$ cat src/ieu_config.svh
// width settings shared by the integer execution unit
// data and address are fixed at 32 bits by RV32I

`ifndef IEU_CONFIG_SVH
`define IEU_CONFIG_SVH

// one operand or result word
`define DATA_WIDTH 32

// instruction address
`define ADDR_WIDTH 32

// reorder-buffer tag, enough for a 64 entry ROB
`define TAG_WIDTH 6

`endif

$ cat src/ieu_pkg.sv
// width typedefs, opcode and ALU function enums, stage and CDB structs

`include "ieu_config.svh"

package ieu_pkg;

    typedef logic [`DATA_WIDTH-1:0] data_t;
    typedef logic [`ADDR_WIDTH-1:0] addr_t;
    typedef logic [`TAG_WIDTH-1:0]  tag_t;
    typedef logic [4:0]             shamt_t;

    // major opcodes as encoded in insn[6:0]
    typedef enum logic [6:0] {
        OPC_OP     = 7'b0110011,
        OPC_OP_IMM = 7'b0010011,
        OPC_LUI    = 7'b0110111,
        OPC_AUIPC  = 7'b0010111,
        OPC_JAL    = 7'b1101111,
        OPC_JALR   = 7'b1100111,
        OPC_BRANCH = 7'b1100011
    } opcode_t;

    // arithmetic functions first, then the six branch compares
    typedef enum logic [3:0] {
        ADD, SUB, SLL, SLT, SLTU, XOR, SRL, SRA, OR, AND,
        BEQ, BNE, BLT, BGE, BLTU, BGEU
    } alu_func_t;

    typedef struct packed {
        alu_func_t alu_func;
        data_t     src_a;
        data_t     src_b;
        addr_t     iaddr;
        data_t     imm_b;    // jump or branch offset
        shamt_t    shamt;
        tag_t      tag;
        logic      jmp;
        logic      br;
        logic      valid;
    } id_bundle_t;

    typedef struct packed {
        data_t data;
        addr_t addr;
        tag_t  tag;
        logic  redirect;
        logic  valid;
    } cdb_t;

endpackage

$ cat src/ieu_id.sv
// decode stage of the integer execution unit
// builds the execute bundle from an issued RV32I instruction

`timescale 1ns/1ns

module ieu_id
    import ieu_pkg::*;
(
    input  logic       clk,
    input  logic       n_rst,
    input  logic       i_valid,
    input  opcode_t    i_opcode,
    input  addr_t      i_iaddr,
    input  data_t      i_insn,
    input  data_t      i_src_a,
    input  data_t      i_src_b,
    input  tag_t       i_tag,
    output id_bundle_t o_id
);

    logic [2:0] funct3;
    logic [6:0] funct7;
    data_t      imm_i;
    data_t      imm_u;
    data_t      imm_j;
    data_t      imm_br;
    alu_func_t  arith_func;
    alu_func_t  branch_func;

    assign funct3 = i_insn[14:12];
    assign funct7 = i_insn[31:25];

    // immediates in their RV32I bit orders, sign extended
    assign imm_i  = {{20{i_insn[31]}}, i_insn[31:20]};
    assign imm_u  = {i_insn[31:12], 12'b0};
    assign imm_j  = {{12{i_insn[31]}}, i_insn[19:12], i_insn[20], i_insn[30:21], 1'b0};
    assign imm_br = {{20{i_insn[31]}}, i_insn[7], i_insn[30:25], i_insn[11:8], 1'b0};

    always_comb begin
        case (funct3)
            3'b000:  arith_func = (i_opcode == OPC_OP && funct7[5]) ? SUB : ADD; // no SUBI
            3'b001:  arith_func = SLL;
            3'b010:  arith_func = SLT;
            3'b011:  arith_func = SLTU;
            3'b100:  arith_func = XOR;
            3'b101:  arith_func = funct7[5] ? SRA : SRL; // SRAI shares the bit with SRA
            3'b110:  arith_func = OR;
            default: arith_func = AND;
        endcase
    end

    always_comb begin
        case (funct3)
            3'b001:  branch_func = BNE;
            3'b100:  branch_func = BLT;
            3'b101:  branch_func = BGE;
            3'b110:  branch_func = BLTU;
            3'b111:  branch_func = BGEU;
            default: branch_func = BEQ;
        endcase
    end

    always_comb begin
        o_id.alu_func = arith_func;
        o_id.src_a    = i_src_a;
        o_id.src_b    = i_src_b;
        o_id.iaddr    = i_iaddr;
        o_id.imm_b    = imm_br;
        o_id.shamt    = i_src_b[4:0];   // register shifts take the low bits of rs2
        o_id.tag      = i_tag;
        o_id.jmp      = 1'b0;
        o_id.br       = 1'b0;
        o_id.valid    = i_valid;
        case (i_opcode)
            OPC_OP_IMM: begin
                o_id.src_b = imm_i;
                o_id.shamt = i_insn[24:20];
            end
            OPC_LUI, OPC_AUIPC: begin
                o_id.alu_func = ADD;
                o_id.src_a    = (i_opcode == OPC_AUIPC) ? data_t'(i_iaddr) : '0;
                o_id.src_b    = imm_u;
            end
            OPC_JAL: begin
                // target is pc relative, so the adder in EX sees iaddr as its base
                o_id.alu_func = ADD;
                o_id.src_a    = data_t'(i_iaddr);
                o_id.imm_b    = imm_j;
                o_id.jmp      = 1'b1;
            end
            OPC_JALR: begin
                o_id.alu_func = ADD;
                o_id.imm_b    = imm_i;
                o_id.jmp      = 1'b1;
            end
            OPC_BRANCH: begin
                o_id.alu_func = branch_func;
                o_id.br       = 1'b1;
            end
            default: ;
        endcase
    end

    // the issue logic only forwards legal OP encodings
    a_op_funct_legal: assert property (@(posedge clk) disable iff (!n_rst)
        (i_valid && i_opcode == OPC_OP) |->
            (funct7 == 7'b0000000 ||
             (funct7 == 7'b0100000 && (funct3 == 3'b000 || funct3 == 3'b101))))
        else $error("illegal funct3/funct7 pair %b/%b on OP", funct3, funct7);

endmodule

$ cat src/ieu_ex.sv
// execute stage of the integer execution unit
// ALU, branch compare, link value and next address

`timescale 1ns/1ns

module ieu_ex
    import ieu_pkg::*;
(
    input  logic       clk,
    input  logic       n_rst,
    input  id_bundle_t i_id,
    output cdb_t       o_ex
);

    data_t alu_res;
    logic  taken;
    addr_t seq_addr;
    addr_t br_target;
    addr_t jmp_sum;
    addr_t jmp_target;

    always_comb begin
        case (i_id.alu_func)
            ADD:     alu_res = i_id.src_a + i_id.src_b;
            SUB:     alu_res = i_id.src_a - i_id.src_b;
            SLL:     alu_res = i_id.src_a << i_id.shamt;
            SLT:     alu_res = data_t'($signed(i_id.src_a) < $signed(i_id.src_b));
            SLTU:    alu_res = data_t'(i_id.src_a < i_id.src_b);
            XOR:     alu_res = i_id.src_a ^ i_id.src_b;
            SRL:     alu_res = i_id.src_a >> i_id.shamt;
            SRA:     alu_res = data_t'($signed(i_id.src_a) >>> i_id.shamt);
            OR:      alu_res = i_id.src_a | i_id.src_b;
            AND:     alu_res = i_id.src_a & i_id.src_b;
            default: alu_res = '0; // compare functions give no data
        endcase
    end

    always_comb begin
        case (i_id.alu_func)
            BEQ:     taken = (i_id.src_a == i_id.src_b);
            BNE:     taken = (i_id.src_a != i_id.src_b);
            BLT:     taken = ($signed(i_id.src_a) < $signed(i_id.src_b));
            BGE:     taken = ($signed(i_id.src_a) >= $signed(i_id.src_b));
            BLTU:    taken = (i_id.src_a < i_id.src_b);
            BGEU:    taken = (i_id.src_a >= i_id.src_b);
            default: taken = 1'b0;
        endcase
    end

    assign seq_addr   = i_id.iaddr + addr_t'(4);
    assign br_target  = i_id.iaddr + addr_t'(i_id.imm_b);
    assign jmp_sum    = addr_t'(i_id.src_a + i_id.imm_b);
    assign jmp_target = {jmp_sum[$bits(addr_t)-1:1], 1'b0}; // JALR drops bit 0

    always_comb begin
        o_ex.tag   = i_id.tag;
        o_ex.valid = i_id.valid;
        if (i_id.jmp) begin
            o_ex.data     = data_t'(seq_addr);  // link value
            o_ex.addr     = jmp_target;
            o_ex.redirect = 1'b1;
        end else if (i_id.br) begin
            o_ex.data     = '0;
            o_ex.addr     = taken ? br_target : seq_addr;
            o_ex.redirect = taken;
        end else begin
            o_ex.data     = alu_res;
            o_ex.addr     = seq_addr;
            o_ex.redirect = 1'b0;
        end
    end

    // fetch is only ever redirected by control flow decoded in ID, and never by both kinds
    a_redirect_ctrl: assert property (@(posedge clk) disable iff (!n_rst)
        (i_id.valid && o_ex.redirect) |-> (i_id.jmp ^ i_id.br))
        else $error("redirect without a single jump or branch, tag %0d", i_id.tag);

endmodule

$ cat src/ieu.sv
// integer execution unit top with the ID and EX stages
// pipeline registers, flush handling and the CDB drive

`timescale 1ns/1ns

module ieu
    import ieu_pkg::*;
(
    input  logic    clk,
    input  logic    n_rst,
    input  logic    i_flush,
    input  logic    i_fu_valid,
    input  opcode_t i_fu_opcode,
    input  addr_t   i_fu_iaddr,
    input  data_t   i_fu_insn,
    input  data_t   i_fu_src_a,
    input  data_t   i_fu_src_b,
    input  tag_t    i_fu_tag,
    output cdb_t    o_cdb
);

    id_bundle_t id_d;
    id_bundle_t id_q;
    id_bundle_t ex_in;
    cdb_t       ex_d;
    cdb_t       ex_q;
    logic       id_valid_q;
    logic       ex_valid_q;

    ieu_id u_id (
        .clk      (clk),
        .n_rst    (n_rst),
        .i_valid  (i_fu_valid),
        .i_opcode (i_fu_opcode),
        .i_iaddr  (i_fu_iaddr),
        .i_insn   (i_fu_insn),
        .i_src_a  (i_fu_src_a),
        .i_src_b  (i_fu_src_b),
        .i_tag    (i_fu_tag),
        .o_id     (id_d)
    );

    // stage valids clear on reset and on flush, so both instructions in flight are dropped
    always_ff @(posedge clk or negedge n_rst) begin
        if (!n_rst) begin
            id_valid_q <= 1'b0;
            ex_valid_q <= 1'b0;
        end else begin
            id_valid_q <= id_d.valid & ~i_flush;
            ex_valid_q <= ex_d.valid & ~i_flush;
        end
    end

    always_ff @(posedge clk) begin
        id_q <= id_d;
        ex_q <= ex_d;
    end

    always_comb begin
        ex_in       = id_q;
        ex_in.valid = id_valid_q;
    end

    ieu_ex u_ex (
        .clk   (clk),
        .n_rst (n_rst),
        .i_id  (ex_in),
        .o_ex  (ex_d)
    );

    always_comb begin
        o_cdb       = ex_q;
        o_cdb.valid = ex_valid_q;
    end

    // both instructions caught by a flush stay off the CDB
    a_flush_quiet: assert property (@(posedge clk) disable iff (!n_rst)
        (i_flush || $past(i_flush)) |=> !o_cdb.valid)
        else $error("CDB valid within two cycles after a flush");

endmodule

$ cat config.mk
export PLATFORM = sky130hd
export DESIGN_NAME = ieu
export DESIGN_NICKNAME = d
export VERILOG_FILES = /design/src/ieu_pkg.sv /design/src/ieu_id.sv /design/src/ieu_ex.sv /design/src/ieu.sv
export VERILOG_INCLUDE_DIRS = /design/src
export SDC_FILE = /design/constraint.sdc
export NUM_CORES = 1
export LEC_CHECK = 0
export ABC_AREA = 1
export ABC_CLOCK_PERIOD_IN_PS = 3100
export BUFFER_PORTS_ARGS = -buffer_cell sky130_fd_sc_hd__clkbuf_2
export CORE_AREA = 2 2 206 208
export DETAILED_ROUTE_END_ITERATION = 12
export DIE_AREA = 0 0 208 210
export PLACE_DENSITY = 0.74
export SLEW_MARGIN = 10
export SYNTH_ARGS = -nofsm -noshare
export SYNTH_HDL_FRONTEND = slang
export SYNTH_HIERARCHICAL = 1
export SYNTH_SLANG_ARGS = --single-unit
$ cat constraint.sdc
create_clock -name clk -period 3.1 [get_ports clk]
set_input_delay 0.31 -clock clk [delete_from_list [all_inputs] [get_ports clk]]
set_output_delay 0.31 -clock clk [all_outputs]
set_load 0.1 [all_outputs]
# Yosys cells after proc, flatten, opt, wreduce, memory -nomap -nowiden
# Index checks and enable logic that the tools add are counted.
# totals
regBits,207
latch_bits,0
ramBits,0
rom_bits,0
output_inout_bits,72
memories,0
# op_classes
n_addsub,5
multipliers,0
n_div,0
n_lt_le_gt_ge,4
eq_ne,31
shift,3
mux,18
n_bitwise,6
n_reduce_logical,6
# op_table
operator,n
$pmux 32 s10,1
$mux 64,2
$pmux 32 s2,2
$add 32x32->32,3
$ge 32x32->1,2
$lt 32x32->1,2
$mux 32,2
$pmux 20 s2,1
$add 32x3->32 const B,1
$and 32x32->32,1
$eq 32x32->1,1
$eq 4x4->1 const B,8
$ne 32x32->1,1
$or 32x32->32,1
$shl 32x5->32,1
$shr 32x5->32,1
$sshr 32x5->32,1
$sub 32x32->32,1
$xor 32x32->32,1
$pmux 4 s7,1
$eq 7x7->1 const B,3
$eq 4x3->1 const B,4
$pmux 3 s5,1
$eq 7x5->1 const B,2
17 further kinds,29

# Longest topological paths before layout
# logic_depth
depth_word,5
mapped_depth,22

# Hierarchy
# The synthesis kept the hierarchy.
# by_module_without_submodules
module,instances,cells_each,area_each_um2,seq_area_each_um2
ieu_ex,1,2733,14161.1,0.0
ieu,1,223,4396.7,4374.2
ieu_id,1,356,1910.6,0.0

# Worst setup path after synthesis
# No wires, ideal clock.
# synth_timing
kind,reg-to-reg
startpoint,"reg id_q, in the netlist ex_in[111]"
endpoint,"reg ex_q, in the netlist o_cdb[28]"
arrival_time_ns,2.341
required_time_ns,2.979
path_slack_ns,0.638
stages_incl_launch_ff,15
cell_sequence,dfxtp_1 > inv_1 > fa_1 > inv_1 > nand3_1 > nand2_1 > a21oi_1 > o21ai_0 > a21oi_1 > o21ai_0 > nand2_1 > nand2_1 > nand2_1 > nand3_1 > nand3_1
# synth_lines
item,line_no,source
"start, declared",ieu.sv:23,id_bundle_t id_q;
"start signal, assigned",ieu.sv:55,id_q <= id_d;
"end signal, assigned",ieu.sv:56,ex_q <= ex_d;
"end, declared",ieu.sv:26,cdb_t ex_q;

==> impl_metrics.env <==
export IMPL_status="finished, final reports clean"
export IMPL_netlist_area_sq_um=20470
export IMPL_insertion_delay_ns=0.55
export IMPL_ir_drop_mv=0.7093
export IMPL_finalSetupViolCount=0
export IMPL_final_antenna_net_count=0
export IMPL_total_leakage_power_uw=0.01213
export IMPL_drt_total_wl_um=93350
export IMPL_hold_viol_final=0
export IMPL_synth_fa_ha_area_share_pct=10.05
export IMPL_core_sq_um=41480
export IMPL_num_rows=75
export IMPL_worstPathRequired_ns=3.54
export IMPL_swShare_pct=44.08
export IMPL_reg2reg_slack_ns=0.10
export IMPL_wl_met3_um=10560
export IMPL_cts_tree="yes"
export IMPL_drc=0
export IMPL_cts_root_buf="clkbuf_16"
export IMPL_powerDensity_nw_per_um2=454.0
export IMPL_crit_end="o_cdb[20]$_DFF_P_"
export IMPL_synth_edf_count=0
export IMPL_vias=24030
export IMPL_r2r_end="o_cdb[20]$_DFF_P_"
export IMPL_synth_xor_area_share_pct=2.781
export IMPL_synthDistinctLibCells=59
export IMPL_placedCellCount=4018
export IMPL_worstHoldPathType="primary input to flip-flop"
export IMPL_clock_path_buffers=3
export IMPL_grt_pass1_wl_um=136000
export IMPL_synth_simple_area_share_pct=33.83
export IMPL_combinationalPowerShare_pct=43.0
export IMPL_path_depth=17
export IMPL_top_layer_used="met5"
export IMPL_first_global_vias=21990
export IMPL_synth_flop_cell="dfxtp_1"
export IMPL_switching_power_uw=4809
export IMPL_path_buf_inv=2
export IMPL_syn_nets=3619
export IMPL_synth_compound_area_share_pct=19.55
export IMPL_maxCapViolCount=0
export IMPL_crit_type="flip-flop to flip-flop"
export IMPL_fin_util_pct=57.93
export IMPL_viasPerCell=5.802
export IMPL_nets=3891
export IMPL_worst_pin_slew_ns=1.099
export IMPL_gp_congestion=1.047
export IMPL_die_area_sq_um=43680
export IMPL_critPathMaxStageDelay_ns=0.43
export IMPL_dp_hpwl_um=76090
export IMPL_chipWidth_um=208
export IMPL_endpoint_kind="flip-flop"
export IMPL_reg2regPathDepth=17
export IMPL_fin_cells=4141
export IMPL_cp_cell_sequence="inv_1 -> ha_1 -> nor2_2 -> nand2_1 -> nor2_1 -> nand3_1 -> nor2_4 -> nand2_1 -> o211ai_2 -> nand2_2 -> nor2_4 -> nand3_4 -> nand2_8 -> buf_12 -> nand3_1 -> nand2_1 -> nor2_1"
export IMPL_h_tree_depth=1
export IMPL_ys_warn_count=6
export IMPL_period_needed_ns=2.996
export IMPL_fmax_ghz=0.3338
export IMPL_cp_common_cell="nand2_1"
export IMPL_synth_area_per_cell_sq_um=6.180
export IMPL_critical_path_startpoint="ex_in[93]$_DFF_P_"
export IMPL_worst_r2r_startpoint="ex_in[93]$_DFF_P_"
export IMPL_grt_overflow=0
export IMPL_nFillCells=4142
export IMPL_dr_pass1_iters=6
export IMPL_final_max_slew_viol_count=0
export IMPL_slowest_stage="dfxtp_1"
export IMPL_die_h_um=210
export IMPL_final_area_sq_um=24030
export IMPL_diodes=0
export IMPL_initialDrtViolationCount=3136
export IMPL_fin_skew_ns=0.02723
export IMPL_initial_utilization_pct=49.35
export IMPL_clkPwrFrac_pct=27.3
export IMPL_drive_above_1_share_pct=14.80
export IMPL_grt_max_degree=76
export IMPL_syn2layout_area_growth_pct=17.40
export IMPL_antenna_found_initial=1
export IMPL_cts_made_buffers=24
export IMPL_portBuffers=209
export IMPL_synth_area_mux_share_pct=0.4890
export IMPL_worstSetupStartpointType="flip-flop"
export IMPL_slew_headroom_pct=26.46
export IMPL_p_int_uw=6101
export IMPL_cts_clk_slew_worst_paths_ns=0.06
export IMPL_async_reset_ff_share_pct=0.9174
export IMPL_cp_max_fo=12
export IMPL_cp_arrival_ns=3.44
export IMPL_grt_total_usage_pct=41.17
export IMPL_seqPwrFrac_pct=29.7
export IMPL_io_pin_count=217
export IMPL_clock_sinks=218
export IMPL_wl_met1_um=39810
export IMPL_period_share_pct=96.64
export IMPL_synth_seq_cells=218
export IMPL_wl_per_cell_um=22.54
export IMPL_wl_met2_um=38470
export IMPL_crit_family="simple AND/OR/NAND/NOR gates"
export IMPL_yosysSeqAreaShare_pct=21.37
export IMPL_synth_top_family_by_area="simple AND/OR/NAND/NOR gates"
export IMPL_final_setup_tns_ns=0
export IMPL_syn_inst=3312
export IMPL_place_area_sq_um=22290
## power groups by stage
stage | Sequential (uW) | Clock [uW] | Combinational [uW]
final | 3240 | 2980 | 4690
after CTS | 3220 | 2990 | 4540
after global routing | 3250 | 3110 | 4990
after global placement | 3280 | 0 | 4450
after detailed placement | 3280 | 0 | 4440
after floorplan | 4150 | 0 | 2140
## placed cells by master, fill, tap and decap left out, types with 29 or more instances in the layout
| master | instances |
|---|---|
| a21oi_1 | 207 |
| buf_4 | 134 |
| clkbuf_2 | 209 |
| dfxtp_1 | 202 |
| dlygate4sd3_1 | 77 |
| ha_1 | 147 |
| inv_1 | 334 |
| nand2_1 | 938 |
| nand3_1 | 238 |
| nand4_1 | 51 |
| nor2_1 | 233 |
| nor3_1 | 39 |
| o211ai_1 | 29 |
| o21ai_0 | 298 |
| xor2_1 | 48 |
## layer usage
metal / vias to the layer above / track usage (%)
li1: 11480 / -
met1: 10760 / 57.82
met2: 1555 / 61.31
met3: 231 / 8.164
met4: 2 / 17.44
met5: - / 0
## sequential cells by signal (all words and copies together), names as in the netlist
register / count
ex_valid_q: 1
o_cdb: 71
id_valid_q: 1
ex_in: 145
## Yosys cell counts (all sizes together) (7+ instances only)
library cell	count	share of area, %
a31oi	20	0.61
clkbuf	64	1.2
buf	121	4.1
a221oi	9	0.39
nand3	263	7.0
o22ai	26	0.79
nand2	957	18
nor3	42	1.1
inv	357	6.5
o21a	17	0.62
a211oi	16	0.59
or2	14	0.43
nand4	52	1.6
a21oi	210	5.2
nand3b	7	0.26
nor4	9	0.28
o21ai	312	7.7
mux2i	10	0.49
a21o	16	0.59
o21bai	24	0.88
o211ai	30	1.1
dfxtp	216	21
nor2	254	5.1
ha	158	9.7
xor2	48	2.1
xnor2	17	0.73
## layout make-up
| cell class | instances | area, sq um | area share [%] |
|---|---|---|---|
| clock inverters | 14 | 182.7 | 0.7602 |
| clock buffers | 30 | 643.1 | 2.676 |
| multi-input cells | 2549 | 13750 | 57.21 |
| flip-flops and latches | 218 | 4392 | 18.28 |
| repair buffers | 431 | 3039 | 12.65 |
| inverters | 360 | 1351 | 5.624 |
| well taps | 539 | 674.4 | 2.807 |
## per-stage QoR
step,hold WS (ns),setup WS [ns],power (uW)
after floorplan,0.01441,0.6381,6293
after global placement,0.09861,0.09515,7730
after detailed placement,0.09907,0.1154,7716
after CTS,0.0004921,0.07202,10750
after global routing,0.01302,-0.03884,11350
final,0.01198,0.1041,10910
## logic make-up (layout without fill, tap and decap cells)
kind of cell | Yosys count | after routing
AO/OA/AOI/OAI | 705 | 705
XOR/XNOR | 65 | 65
adder cells (fa/ha/maj) | 162 | 162
buffers and inverters | 545 | 835
flip-flops | 218 | 218
multiplexers | 10 | 10
AND/OR/NAND/NOR | 1607 | 1607
## worst min-delay path: cells and delay by family
kind	cells	cell delay, ns
simple gates	1	0.04
buf+inv	1	0.08
compound gates	1	0.09
## worst min path at each step
stage	from	end	slack, ns	cells after the start
after floorplan	n_rst	ex_valid_q$_DFF_PN0_	0.01	0
after detailed placement	n_rst	ex_valid_q$_DFF_PN0_	0.1	1
after global routing	i_fu_insn[9]	ex_in[16]$_DFF_P_	0.01	3
final	i_fu_insn[9]	ex_in[16]$_DFF_P_	0.01	3
after CTS	i_fu_src_b[15]	ex_in[93]$_DFF_P_	0.0005	3
after global placement	n_rst	ex_valid_q$_DFF_PN0_	0.1	1
## what timing repair did
action | in CTS | in global routing
buffers inserted | 0 | 1
setup endpoints to repair | 0 | 33
gates resized for setup | 0 | 44
hold buffers | 77 | 0
hold endpoints to repair | 80 | 0
No activity file was read; power rests on OpenSTA's default activity.
